File: config.mk
export PLATFORM = sky130hd
export DESIGN_NAME = dispatcher
export DESIGN_NICKNAME = d
export VERILOG_FILES = /design/src/hw/tomasulo_pkg.sv /design/src/hw/dispatcher.sv /design/src/hw/reg_status.sv /design/src/hw/reorder_buffer.sv /design/src/hw/rs_credit.sv /design/src/hw/tag_free_list.sv
export SDC_FILE = /design/constraint.sdc
export NUM_CORES = 2
export LEC_CHECK = 0
export ABC_CLOCK_PERIOD_IN_PS = 15600
export BUFFER_PORTS_ARGS = -buffer_cell sky130_fd_sc_hd__buf_2
export CORE_MARGIN = 2
export CORE_UTILIZATION = 35
export CTS_BUF_LIST = sky130_fd_sc_hd__clkbuf_2
export DETAILED_ROUTE_END_ITERATION = 10
export GPL_TIMING_DRIVEN = 0
export PLACE_DENSITY = 0.57
export SLEW_MARGIN = 20
export SYNTH_ARGS = -nofsm -noshare
export SYNTH_HDL_FRONTEND = slang
export SYNTH_SLANG_ARGS = --single-unit
File: constraint.sdc
create_clock -name clk -period 15.6 [get_ports clk]
set_clock_uncertainty 0.15 [all_clocks]
set_input_delay 2.34 -clock clk [delete_from_list [all_inputs] [get_ports clk]]
set_output_delay 2.34 -clock clk [all_outputs]
set_load 0.01 [all_outputs]
File: src/hw/tomasulo_pkg.sv
/*
 * Tomasulo dispatch stage shared definitions
 * Widths, counts, opcode classes, the lane map and the structs passed
 * between the dispatcher, its state blocks and the execution side
 */
package tomasulo_pkg;

  localparam int WORD_W     = 32;
  localparam int REG_N      = 32;
  localparam int REG_W      = 5;
  localparam int TAG_N      = 8;
  localparam int TAG_W      = 3;
  localparam int ROB_N      = 8;
  localparam int ROB_W      = 3;
  localparam int LANE_N     = 5;
  localparam int ARITH_RS_N = 2;
  localparam int LOGIC_RS_N = 2;
  localparam int MPY_RS_N   = 1;
  localparam int CRDT_W     = 2;

  typedef logic [WORD_W-1:0] word_t;
  typedef logic [REG_W-1:0]  reg_t;
  typedef logic [TAG_W-1:0]  tag_t;
  typedef logic [ROB_W-1:0]  robid_t;
  typedef logic [CRDT_W-1:0] crdt_t;
  typedef logic [LANE_N-1:0] lane_vec_t;

  typedef enum logic [2:0] {
    OP_ADD,
    OP_SUB,
    OP_ADDI,
    OP_AND,
    OP_OR,
    OP_XOR,
    OP_ANDI,
    OP_MUL
  } opcode_t;

  // Lane map: 0..1 arithmetic, 2..3 logic, 4 multiply
  localparam lane_vec_t ARITH_LANES = lane_vec_t'(5'b00011);
  localparam lane_vec_t LOGIC_LANES = lane_vec_t'(5'b01100);
  localparam lane_vec_t MPY_LANES   = lane_vec_t'(5'b10000);

  // Busy operands carry the producer tag in the low bits of data
  typedef struct packed {
    logic  busy;
    word_t data;
  } oprand_t;

  typedef struct packed {
    opcode_t    op;
    reg_t       wa;
    reg_t [1:0] ra;
    word_t      imm;
  } inst_t;

  typedef struct packed {
    logic   vld;
    reg_t   wa;
    tag_t   tag;
    robid_t robid;
    word_t  wdata;
  } cdb_t;

  typedef struct packed {
    opcode_t       opcode;
    tag_t          tag;
    robid_t        robid;
    oprand_t [1:0] oprand;
    word_t         imm;
    reg_t          wa;
  } dispatch_t;

  function automatic logic is_arith(opcode_t op);
    return op inside {OP_ADD, OP_SUB, OP_ADDI};
  endfunction

  function automatic logic is_logic(opcode_t op);
    return op inside {OP_AND, OP_OR, OP_XOR, OP_ANDI};
  endfunction

  function automatic logic is_mpy(opcode_t op);
    return op == OP_MUL;
  endfunction

  // Immediate forms read no source registers
  function automatic logic has_imm(opcode_t op);
    return op inside {OP_ADDI, OP_ANDI};
  endfunction

  // Lanes able to take an opcode of this class
  function automatic lane_vec_t class_lanes(opcode_t op);
    if (is_arith(op)) return ARITH_LANES;
    if (is_logic(op)) return LOGIC_LANES;
    if (is_mpy(op)) return MPY_LANES;
    return '0;
  endfunction

  // Full credit count of each lane
  function automatic crdt_t lane_crdt(int lane);
    if (ARITH_LANES[lane]) return crdt_t'(ARITH_RS_N);
    if (LOGIC_LANES[lane]) return crdt_t'(LOGIC_RS_N);
    return crdt_t'(MPY_RS_N);
  endfunction

endpackage

File: src/hw/dispatcher.sv
/*
 * Tomasulo dispatcher
 * Checks hazards and resources, picks a reservation-station lane,
 * resolves operands with CDB bypass and registers the dispatch and
 * the in-order retire output
 */
`timescale 1ns/1ps

module dispatcher (
  input  logic                    clk,
  input  logic                    rst,
  input  tomasulo_pkg::cdb_t      cdb_r,
  input  tomasulo_pkg::inst_t     inst,
  input  logic                    inst_vld,
  input  tomasulo_pkg::lane_vec_t iss_vld_r,
  output logic                    inst_adv,
  output tomasulo_pkg::dispatch_t dis_r,
  output tomasulo_pkg::lane_vec_t dis_vld_r,
  output logic                    out_vld_r,
  output tomasulo_pkg::reg_t      out_wa_r,
  output tomasulo_pkg::word_t     out_wdata_r
);
  import tomasulo_pkg::*;

  tag_t        alloc_tag;
  logic        tag_full;
  robid_t      alloc_robid;
  logic        rob_full;
  word_t [1:0] rd_value;
  logic  [1:0] rd_busy;
  tag_t  [1:0] rd_tag;
  logic        dst_busy;
  lane_vec_t   navail;
  lane_vec_t   lane_ok;
  lane_vec_t   dis_vld_w;
  dispatch_t   dis_w;
  logic        retire_vld;
  reg_t        retire_wa;
  word_t       retire_data;

  // Lanes of the opcode class that still hold a credit
  assign lane_ok  = class_lanes(inst.op) & ~navail;

  // WAW stall on a busy destination, plus tag, ROB and credit stalls
  assign inst_adv = inst_vld & ~tag_full & ~rob_full & ~dst_busy & (|lane_ok);

  // Lowest eligible lane wins
  assign dis_vld_w = inst_adv ? (lane_ok & (~lane_ok + lane_vec_t'(1))) : '0;

  always_comb begin
    dis_w        = '0;
    dis_w.opcode = inst.op;
    dis_w.tag    = alloc_tag;
    dis_w.robid  = alloc_robid;
    dis_w.imm    = inst.imm;
    dis_w.wa     = inst.wa;
    // Immediate forms leave both operands zero and ready
    if (!has_imm(inst.op)) begin
      for (int i = 0; i < 2; i++) begin
        if (rd_busy[i] && cdb_r.vld && cdb_r.wa == inst.ra[i] && cdb_r.tag == rd_tag[i]) begin
          // Producer broadcasts this cycle, take its result directly
          dis_w.oprand[i].data = cdb_r.wdata;
        end else if (rd_busy[i]) begin
          dis_w.oprand[i].busy = 1'b1;
          dis_w.oprand[i].data = word_t'(rd_tag[i]);
        end else begin
          dis_w.oprand[i].data = rd_value[i];
        end
      end
    end
  end

  always_ff @(posedge clk) begin
    if (rst) begin
      dis_vld_r <= '0;
      out_vld_r <= 1'b0;
    end else begin
      dis_vld_r <= dis_vld_w;
      out_vld_r <= retire_vld;
    end
  end

  always_ff @(posedge clk) begin
    if (inst_adv)
      dis_r <= dis_w;
    if (retire_vld) begin
      out_wa_r    <= retire_wa;
      out_wdata_r <= retire_data;
    end
  end

  tag_free_list u_tag_free_list (
    .clk       (clk),
    .rst       (rst),
    .alloc     (inst_adv),
    .free_vld  (cdb_r.vld),
    .free_tag  (cdb_r.tag),
    .alloc_tag (alloc_tag),
    .full_r    (tag_full)
  );

  reg_status u_reg_status (
    .clk      (clk),
    .rst      (rst),
    .ra       (inst.ra),
    .wr_en    (inst_adv),
    .wr_reg   (inst.wa),
    .wr_tag   (alloc_tag),
    .cdb_r    (cdb_r),
    .rd_value (rd_value),
    .rd_busy  (rd_busy),
    .rd_tag   (rd_tag),
    .dst_busy (dst_busy)
  );

  rs_credit u_rs_credit (
    .clk      (clk),
    .rst      (rst),
    .take     (dis_vld_w),
    .give     (iss_vld_r),
    .navail_r (navail)
  );

  reorder_buffer u_reorder_buffer (
    .clk         (clk),
    .rst         (rst),
    .alloc       (inst_adv),
    .alloc_wa    (inst.wa),
    .cmpl_vld    (cdb_r.vld),
    .cmpl_id     (cdb_r.robid),
    .cmpl_data   (cdb_r.wdata),
    .alloc_id    (alloc_robid),
    .full_r      (rob_full),
    .retire_vld  (retire_vld),
    .retire_wa   (retire_wa),
    .retire_data (retire_data)
  );

  // At most one lane receives an instruction per cycle
  a_dis_onehot: assert property (@(posedge clk) disable iff (rst) $onehot0(dis_vld_r))
    else $error("dispatch to more than one lane");

endmodule

File: src/hw/reg_status.sv
/*
 * Register status table
 * Holds value, busy bit and producer tag for each architectural
 * register; two source read ports and a destination busy lookup
 */
`timescale 1ns/1ps

module reg_status (
  input  logic                     clk,
  input  logic                     rst,
  input  tomasulo_pkg::reg_t [1:0] ra,
  input  logic                     wr_en,
  input  tomasulo_pkg::reg_t       wr_reg,
  input  tomasulo_pkg::tag_t       wr_tag,
  input  tomasulo_pkg::cdb_t       cdb_r,
  output tomasulo_pkg::word_t [1:0] rd_value,
  output logic [1:0]               rd_busy,
  output tomasulo_pkg::tag_t [1:0] rd_tag,
  output logic                     dst_busy
);
  import tomasulo_pkg::*;

  word_t            value_r [REG_N];
  tag_t             tag_r   [REG_N];
  logic [REG_N-1:0] busy_r;
  logic             cdb_hit;

  // Only the current producer may retire the busy state
  assign cdb_hit = cdb_r.vld && busy_r[cdb_r.wa] && (tag_r[cdb_r.wa] == cdb_r.tag);

  // Source lookups
  always_comb begin
    for (int i = 0; i < 2; i++) begin
      rd_value[i] = value_r[ra[i]];
      rd_busy[i]  = busy_r[ra[i]];
      rd_tag[i]   = tag_r[ra[i]];
    end
  end

  assign dst_busy = busy_r[wr_reg];

  // New producer is written last so it wins over a CDB clear
  always_ff @(posedge clk) begin
    if (rst) begin
      busy_r <= '0;
    end else begin
      if (cdb_hit)
        busy_r[cdb_r.wa] <= 1'b0;
      if (wr_en)
        busy_r[wr_reg] <= 1'b1;
    end
  end

  // Architectural registers start at zero
  always_ff @(posedge clk) begin
    if (rst) begin
      for (int i = 0; i < REG_N; i++)
        value_r[i] <= '0;
    end else if (cdb_hit) begin
      value_r[cdb_r.wa] <= cdb_r.wdata;
    end
  end

  // Tag only matters while the busy bit is set
  always_ff @(posedge clk) begin
    if (wr_en)
      tag_r[wr_reg] <= wr_tag;
  end

endmodule

File: src/hw/reorder_buffer.sv
/*
 * Reorder buffer
 * Circular buffer of destination and result pairs; entries complete
 * out of order from the CDB and retire in program order from the head
 */
`timescale 1ns/1ps

module reorder_buffer (
  input  logic                 clk,
  input  logic                 rst,
  input  logic                 alloc,
  input  tomasulo_pkg::reg_t   alloc_wa,
  input  logic                 cmpl_vld,
  input  tomasulo_pkg::robid_t cmpl_id,
  input  tomasulo_pkg::word_t  cmpl_data,
  output tomasulo_pkg::robid_t alloc_id,
  output logic                 full_r,
  output logic                 retire_vld,
  output tomasulo_pkg::reg_t   retire_wa,
  output tomasulo_pkg::word_t  retire_data
);
  import tomasulo_pkg::*;

  robid_t           head_r;
  robid_t           tail_r;
  logic [ROB_W:0]   count_r;
  logic [ROB_W:0]   count_w;
  logic [ROB_N-1:0] done_r;
  reg_t             wa_mem   [ROB_N];
  word_t            data_mem [ROB_N];
  robid_t           cmpl_off;

  assign alloc_id    = tail_r;

  // Head retires as soon as its result is in; out never stalls
  assign retire_vld  = done_r[head_r];
  assign retire_wa   = wa_mem[head_r];
  assign retire_data = data_mem[head_r];

  // Distance of the completing entry from the head
  assign cmpl_off = cmpl_id - head_r;

  always_comb begin
    case ({alloc, retire_vld})
      2'b10:   count_w = count_r + 1'b1;
      2'b01:   count_w = count_r - 1'b1;
      default: count_w = count_r;
    endcase
  end

  always_ff @(posedge clk) begin
    if (rst) begin
      head_r  <= '0;
      tail_r  <= '0;
      count_r <= '0;
      full_r  <= 1'b0;
      done_r  <= '0;
    end else begin
      if (alloc)
        tail_r <= tail_r + 1'b1;
      if (retire_vld) begin
        head_r         <= head_r + 1'b1;
        done_r[head_r] <= 1'b0;
      end
      if (cmpl_vld)
        done_r[cmpl_id] <= 1'b1;
      count_r <= count_w;
      full_r  <= (count_w == (ROB_W + 1)'(ROB_N));
    end
  end

  always_ff @(posedge clk) begin
    if (alloc)
      wa_mem[tail_r] <= alloc_wa;
    if (cmpl_vld)
      data_mem[cmpl_id] <= cmpl_data;
  end

  // Completion must land inside the live window and only once
  a_cmpl_live: assert property (@(posedge clk) disable iff (rst)
    cmpl_vld |-> ({1'b0, cmpl_off} < count_r) && !done_r[cmpl_id])
    else $error("completion of unallocated ROB entry");

endmodule

File: src/hw/rs_credit.sv
/*
 * Reservation-station credits
 * One counter per lane, spent on dispatch and returned on issue,
 * with a registered no-credit flag per lane
 */
`timescale 1ns/1ps

module rs_credit (
  input  logic                    clk,
  input  logic                    rst,
  input  tomasulo_pkg::lane_vec_t take,
  input  tomasulo_pkg::lane_vec_t give,
  output tomasulo_pkg::lane_vec_t navail_r
);
  import tomasulo_pkg::*;

  crdt_t     crdt_r [LANE_N];
  crdt_t     crdt_w [LANE_N];
  lane_vec_t empty;
  lane_vec_t at_max;

  always_comb begin
    for (int i = 0; i < LANE_N; i++) begin
      case ({take[i], give[i]})
        2'b10:   crdt_w[i] = crdt_r[i] - 1'b1;
        2'b01:   crdt_w[i] = crdt_r[i] + 1'b1;
        default: crdt_w[i] = crdt_r[i];
      endcase
      empty[i]  = (crdt_r[i] == '0);
      at_max[i] = (crdt_r[i] == lane_crdt(i));
    end
  end

  // Flag from the next count so a return shows one cycle later
  always_ff @(posedge clk) begin
    for (int i = 0; i < LANE_N; i++) begin
      if (rst) begin
        crdt_r[i]   <= lane_crdt(i);
        navail_r[i] <= 1'b0;
      end else begin
        crdt_r[i]   <= crdt_w[i];
        navail_r[i] <= (crdt_w[i] == '0);
      end
    end
  end

  a_no_take_empty: assert property (@(posedge clk) disable iff (rst) (take & empty) == '0)
    else $error("dispatch to lane without credit");

  a_no_give_full: assert property (@(posedge clk) disable iff (rst) (give & at_max) == '0)
    else $error("issue from lane holding no entry");

endmodule

File: src/hw/tag_free_list.sv
/*
 * Tag free list
 * Tracks the in-flight tags, hands out the lowest free one and
 * releases a tag when its result appears on the CDB
 */
`timescale 1ns/1ps

module tag_free_list (
  input  logic               clk,
  input  logic               rst,
  input  logic               alloc,
  input  logic               free_vld,
  input  tomasulo_pkg::tag_t free_tag,
  output tomasulo_pkg::tag_t alloc_tag,
  output logic               full_r
);
  import tomasulo_pkg::*;

  logic [TAG_N-1:0] used_r;
  logic [TAG_N-1:0] used_w;

  // Scan downward so the lowest free tag is the last one kept
  always_comb begin
    alloc_tag = '0;
    for (int i = TAG_N - 1; i >= 0; i--)
      if (!used_r[i])
        alloc_tag = tag_t'(i);
  end

  always_comb begin
    used_w = used_r;
    if (free_vld)
      used_w[free_tag] = 1'b0;
    if (alloc)
      used_w[alloc_tag] = 1'b1;
  end

  always_ff @(posedge clk) begin
    if (rst) begin
      used_r <= '0;
      full_r <= 1'b0;
    end else begin
      used_r <= used_w;
      full_r <= &used_w;
    end
  end

  // Dispatcher must stall while every tag is in flight
  a_no_alloc_full: assert property (@(posedge clk) disable iff (rst) alloc |-> !full_r)
    else $error("tag allocated while pool full");

endmodule

==> results_dict.tcl <==
set metrics [dict create \
    status "completed" \
    period_minus_slack_ps 9490 \
    clk_path_buf_depth 4 \
    cts.sinks 1646 \
    syn_nets 4921 \
    grt_pass1_vias 51200 \
    synth_edf_count 1565 \
    worst_slew_pin_slew_ps 1320 \
    port_buffers 242 \
    grt_pass1_wl_microns 388000 \
    vias 51300 \
    worst_slack_ps 6110 \
    area_growth_pct 13.3 \
    p_switching_mw 2.55 \
    power_frac_comb 0.117 \
    layout.nets 5661 \
    dp_slack_ps 6200 \
    fin_setup_tns_ps 0 \
    postCtsSetupRepairBufs 0 \
    drt-initial-drc-count 7235 \
    relSlewSlack 0.118 \
    cp_max_fo 65 \
    clock_power_share 0.322 \
    hold_class "reg2reg" \
    crit_path_end_kind "output port" \
    p_int_mw 6.45 \
    switching_share 0.284 \
    ys_seq_area_frac 0.601 \
    crit_arrival_ps 7000 \
    dp_hpwl_microns 212000 \
    fp.dieW_microns 485 \
    rsz0062_at_grt "no" \
    cts_buffers 415 \
    final_cell_area_sq_mm 0.0916 \
    avgSynthCellArea_sq_um 16.8 \
    synth_seq_cells 1646 \
    cp_common_cell "buf_2" \
    grt_start_max_net_pins 66 \
    htreeDepth 5 \
    crit_chain "buf_2 > clkbuf_1 > buf_2 > mux4_2 > nand2_1 > nand4_1 > or4_1 > clkbuf_1 > inv_1 > buf_2 > buf_8 > buf_16 > buf_2" \
    yosysWarnings 0 \
    dpl_cell_area_sq_mm 0.0880 \
    peakVddDrop_mv 0.0848 \
    stdcell_count 8869 \
    syn_inst 4809 \
    die-area_sq_mm 0.235 \
    initial_core_util 0.352 \
    crit_required_ps 13110 \
    powerDensity_mw_per_mm2 98.2 \
    worst_path_max_delay_cell "clkbuf_1" \
    clk_latency_ps 1930 \
    hold_viol 0 \
    coreArea_sq_mm 0.230 \
    drive_above_1_share 0.338 \
    seq_power_share 0.561 \
    dpl.cell_count 8157 \
    cts_resized 0 \
    synth.distinct_cells 62 \
    firstDrtPassIters 7 \
    antenna_found_initial 15 \
    syn_area_sq_mm 0.0808 \
    gp_congestion 0.977 \
    hold_buffers 0 \
    num_io_pins 258 \
    setup_viol 0 \
    drcViolationCount 0 \
    fmax_mhz 105 \
    grt_usage 0.235 \
    fp-row-count 176 \
    async_reset_ff_frac 0 \
    slew_viol_final 0 \
    routed_wl_microns 279000 \
    avgViaCountPerCell 5.78 \
    power_mw 9.00 \
    cap_violations 0 \
    clockRootBuffer "clkbuf_2" \
    synth_ff_type "edfxtp_1" \
    wire_per_inst_microns 31.5 \
    postRouteAntennaNets 0 \
    cpPeakStageDelay_ps 690 \
    fp.dieH_microns 485 \
    cp-start-kind "input port" \
    grt-ovfl-total 0 \
    clk_pin_slew_ps 120 \
    post-route-period-util 0.608 \
    tritoncts "yes" \
    crit_type "in2out" \
    p_leak_nw 31.7 \
]
==> critical path, delay by kind of cell <==
kind	cells	cell delay, ps
buffers and inverters	9	3160
multiplexers	1	530
AND/OR/NAND/NOR	3	800
==> path summary, 6_finish.rpt <==
check,to,slack [ps],from,cells past startpoint
setup / recovery,inst_adv,6110,inst[42],13
setup reg to reg,u_reg_status.value_r[30][23],10280,u_reg_status.tag_r[30][2],10
hold reg to reg,dis_vld_r[2],320,u_rs_credit.navail_r[2],1
hold / removal,dis_vld_r[2],320,u_rs_credit.navail_r[2],1
==> layer usage <==
layer | global-route usage | vias to the layer above | wire, microns
met3 | 0.0485 | 464 | 26900
met4 | 0.0992 | 0 | 11600
met2 | 0.363 | 2923 | 128000
met5 | 0 | - | 0
met1 | 0.322 | 27100 | 112000
li1 | - | 20800 | -
==> power by group through the flow <==
stage          clock, mW  combinational [mW]  sequential (mW)
3_5_place_dp           0                1.03             5.14
6_report            2.90                1.05             5.05
3_3_place_gp           0               0.971             5.16
2_1_floorplan          0               0.549             5.14
5_1_grt             3.16                1.08             5.06
4_1_cts             2.95                1.03             5.04
==> sequential cells by signal, summed over array words and instances (netlist names) <==
register                   cells
dis_r                        112
u_tag_free_list.used_r         8
out_wa_r                       5
dis_vld_r                      5
u_reg_status.tag_r            96
u_reg_status.value_r        1024
u_tag_free_list.full_r         1
u_reorder_buffer.alloc_id      3
u_reorder_buffer.done_r        8
u_reorder_buffer.count_r       4
u_reorder_buffer.head_r        3
u_reorder_buffer.data_mem    256
out_wdata_r                   32
u_reorder_buffer.full_r        1
u_rs_credit.navail_r           5
u_reorder_buffer.wa_mem       40
u_reg_status.busy_r           32
out_vld_r                      1
u_rs_credit.crdt_r            10
==> synth_stat cells, types with 21 or more instances <==
cell	count	area, sq um
a21oi_1	40	200
a22oi_1	21	158
and2_1	920	5760
buf_1	75	282
buf_2	32	160
clkbuf_1	364	1370
dfxtp_1	81	1620
edfxtp_1	1565	47000
inv_1	24	90.1
mux2_2	44	495
mux2i_1	100	1000
mux4_2	810	18200
nand2_1	95	357
nand2b_1	26	163
nand3_1	21	105
nor2_1	76	285
nor3_1	116	581
nor4_1	38	238
o21ai_0	67	335
o2bb2ai_1	58	508
xor2_1	25	219
==> cells by family (layout without fill, tap and decap cells) <==
logic type	count (synthesis)	after routing	synth area share
compound gates	257	257	0.0218
simple gates	1395	1395	0.102
mux	954	954	0.244
flops	1646	1646	0.601
other cells	0	13	0
xor+xnor	37	37	0.00401
fa+ha+maj	10	10	0.00155
buf+inv	510	1531	0.0246
==> area by class of cell <==
| cell class | count | area (sq um) |
|---|---|---|
| Inverter | 27 | 101 |
| Fill cell | 21300 | 138000 |
| Sequential cell | 1646 | 48600 |
| Tap cell | 3026 | 3790 |
| Multi-Input combinational cell | 2653 | 30800 |
| Clock inverter | 124 | 624 |
| Clock buffer | 574 | 2870 |
| Timing Repair Buffer | 323 | 2810 |
| Buffer | 483 | 1960 |
| Antenna cell | 13 | 32.5 |
==> stage by stage <==
step / utilization / hold slack [ps]
after floorplan: - / 253
after global placement: 0.373 / 296
after detailed placement: 0.383 / 292
after CTS: 0.398 / 204
after global routing: 0.398 / 308
final: 0.398 / 322
==> cell usage in the layout (no fill, tap or decap), drive strengths merged, types with 13 or more instances in the layout <==
cell     count
a21oi       40
a22oi       21
and2       920
buf        430
clkbuf     950
clkinv     115
dfxtp       81
diode       13
edfxtp    1565
inv         29
mux2        44
mux2i      100
mux4       810
nand2       95
nand2b      26
nand3       21
nand3b      18
nor2        76
nor3       122
nor3b       14
nor4        39
o21a        18
o21ai       67
o22ai       20
o2bb2ai     58
xor2        25
(Power assumes the default switching activity.)
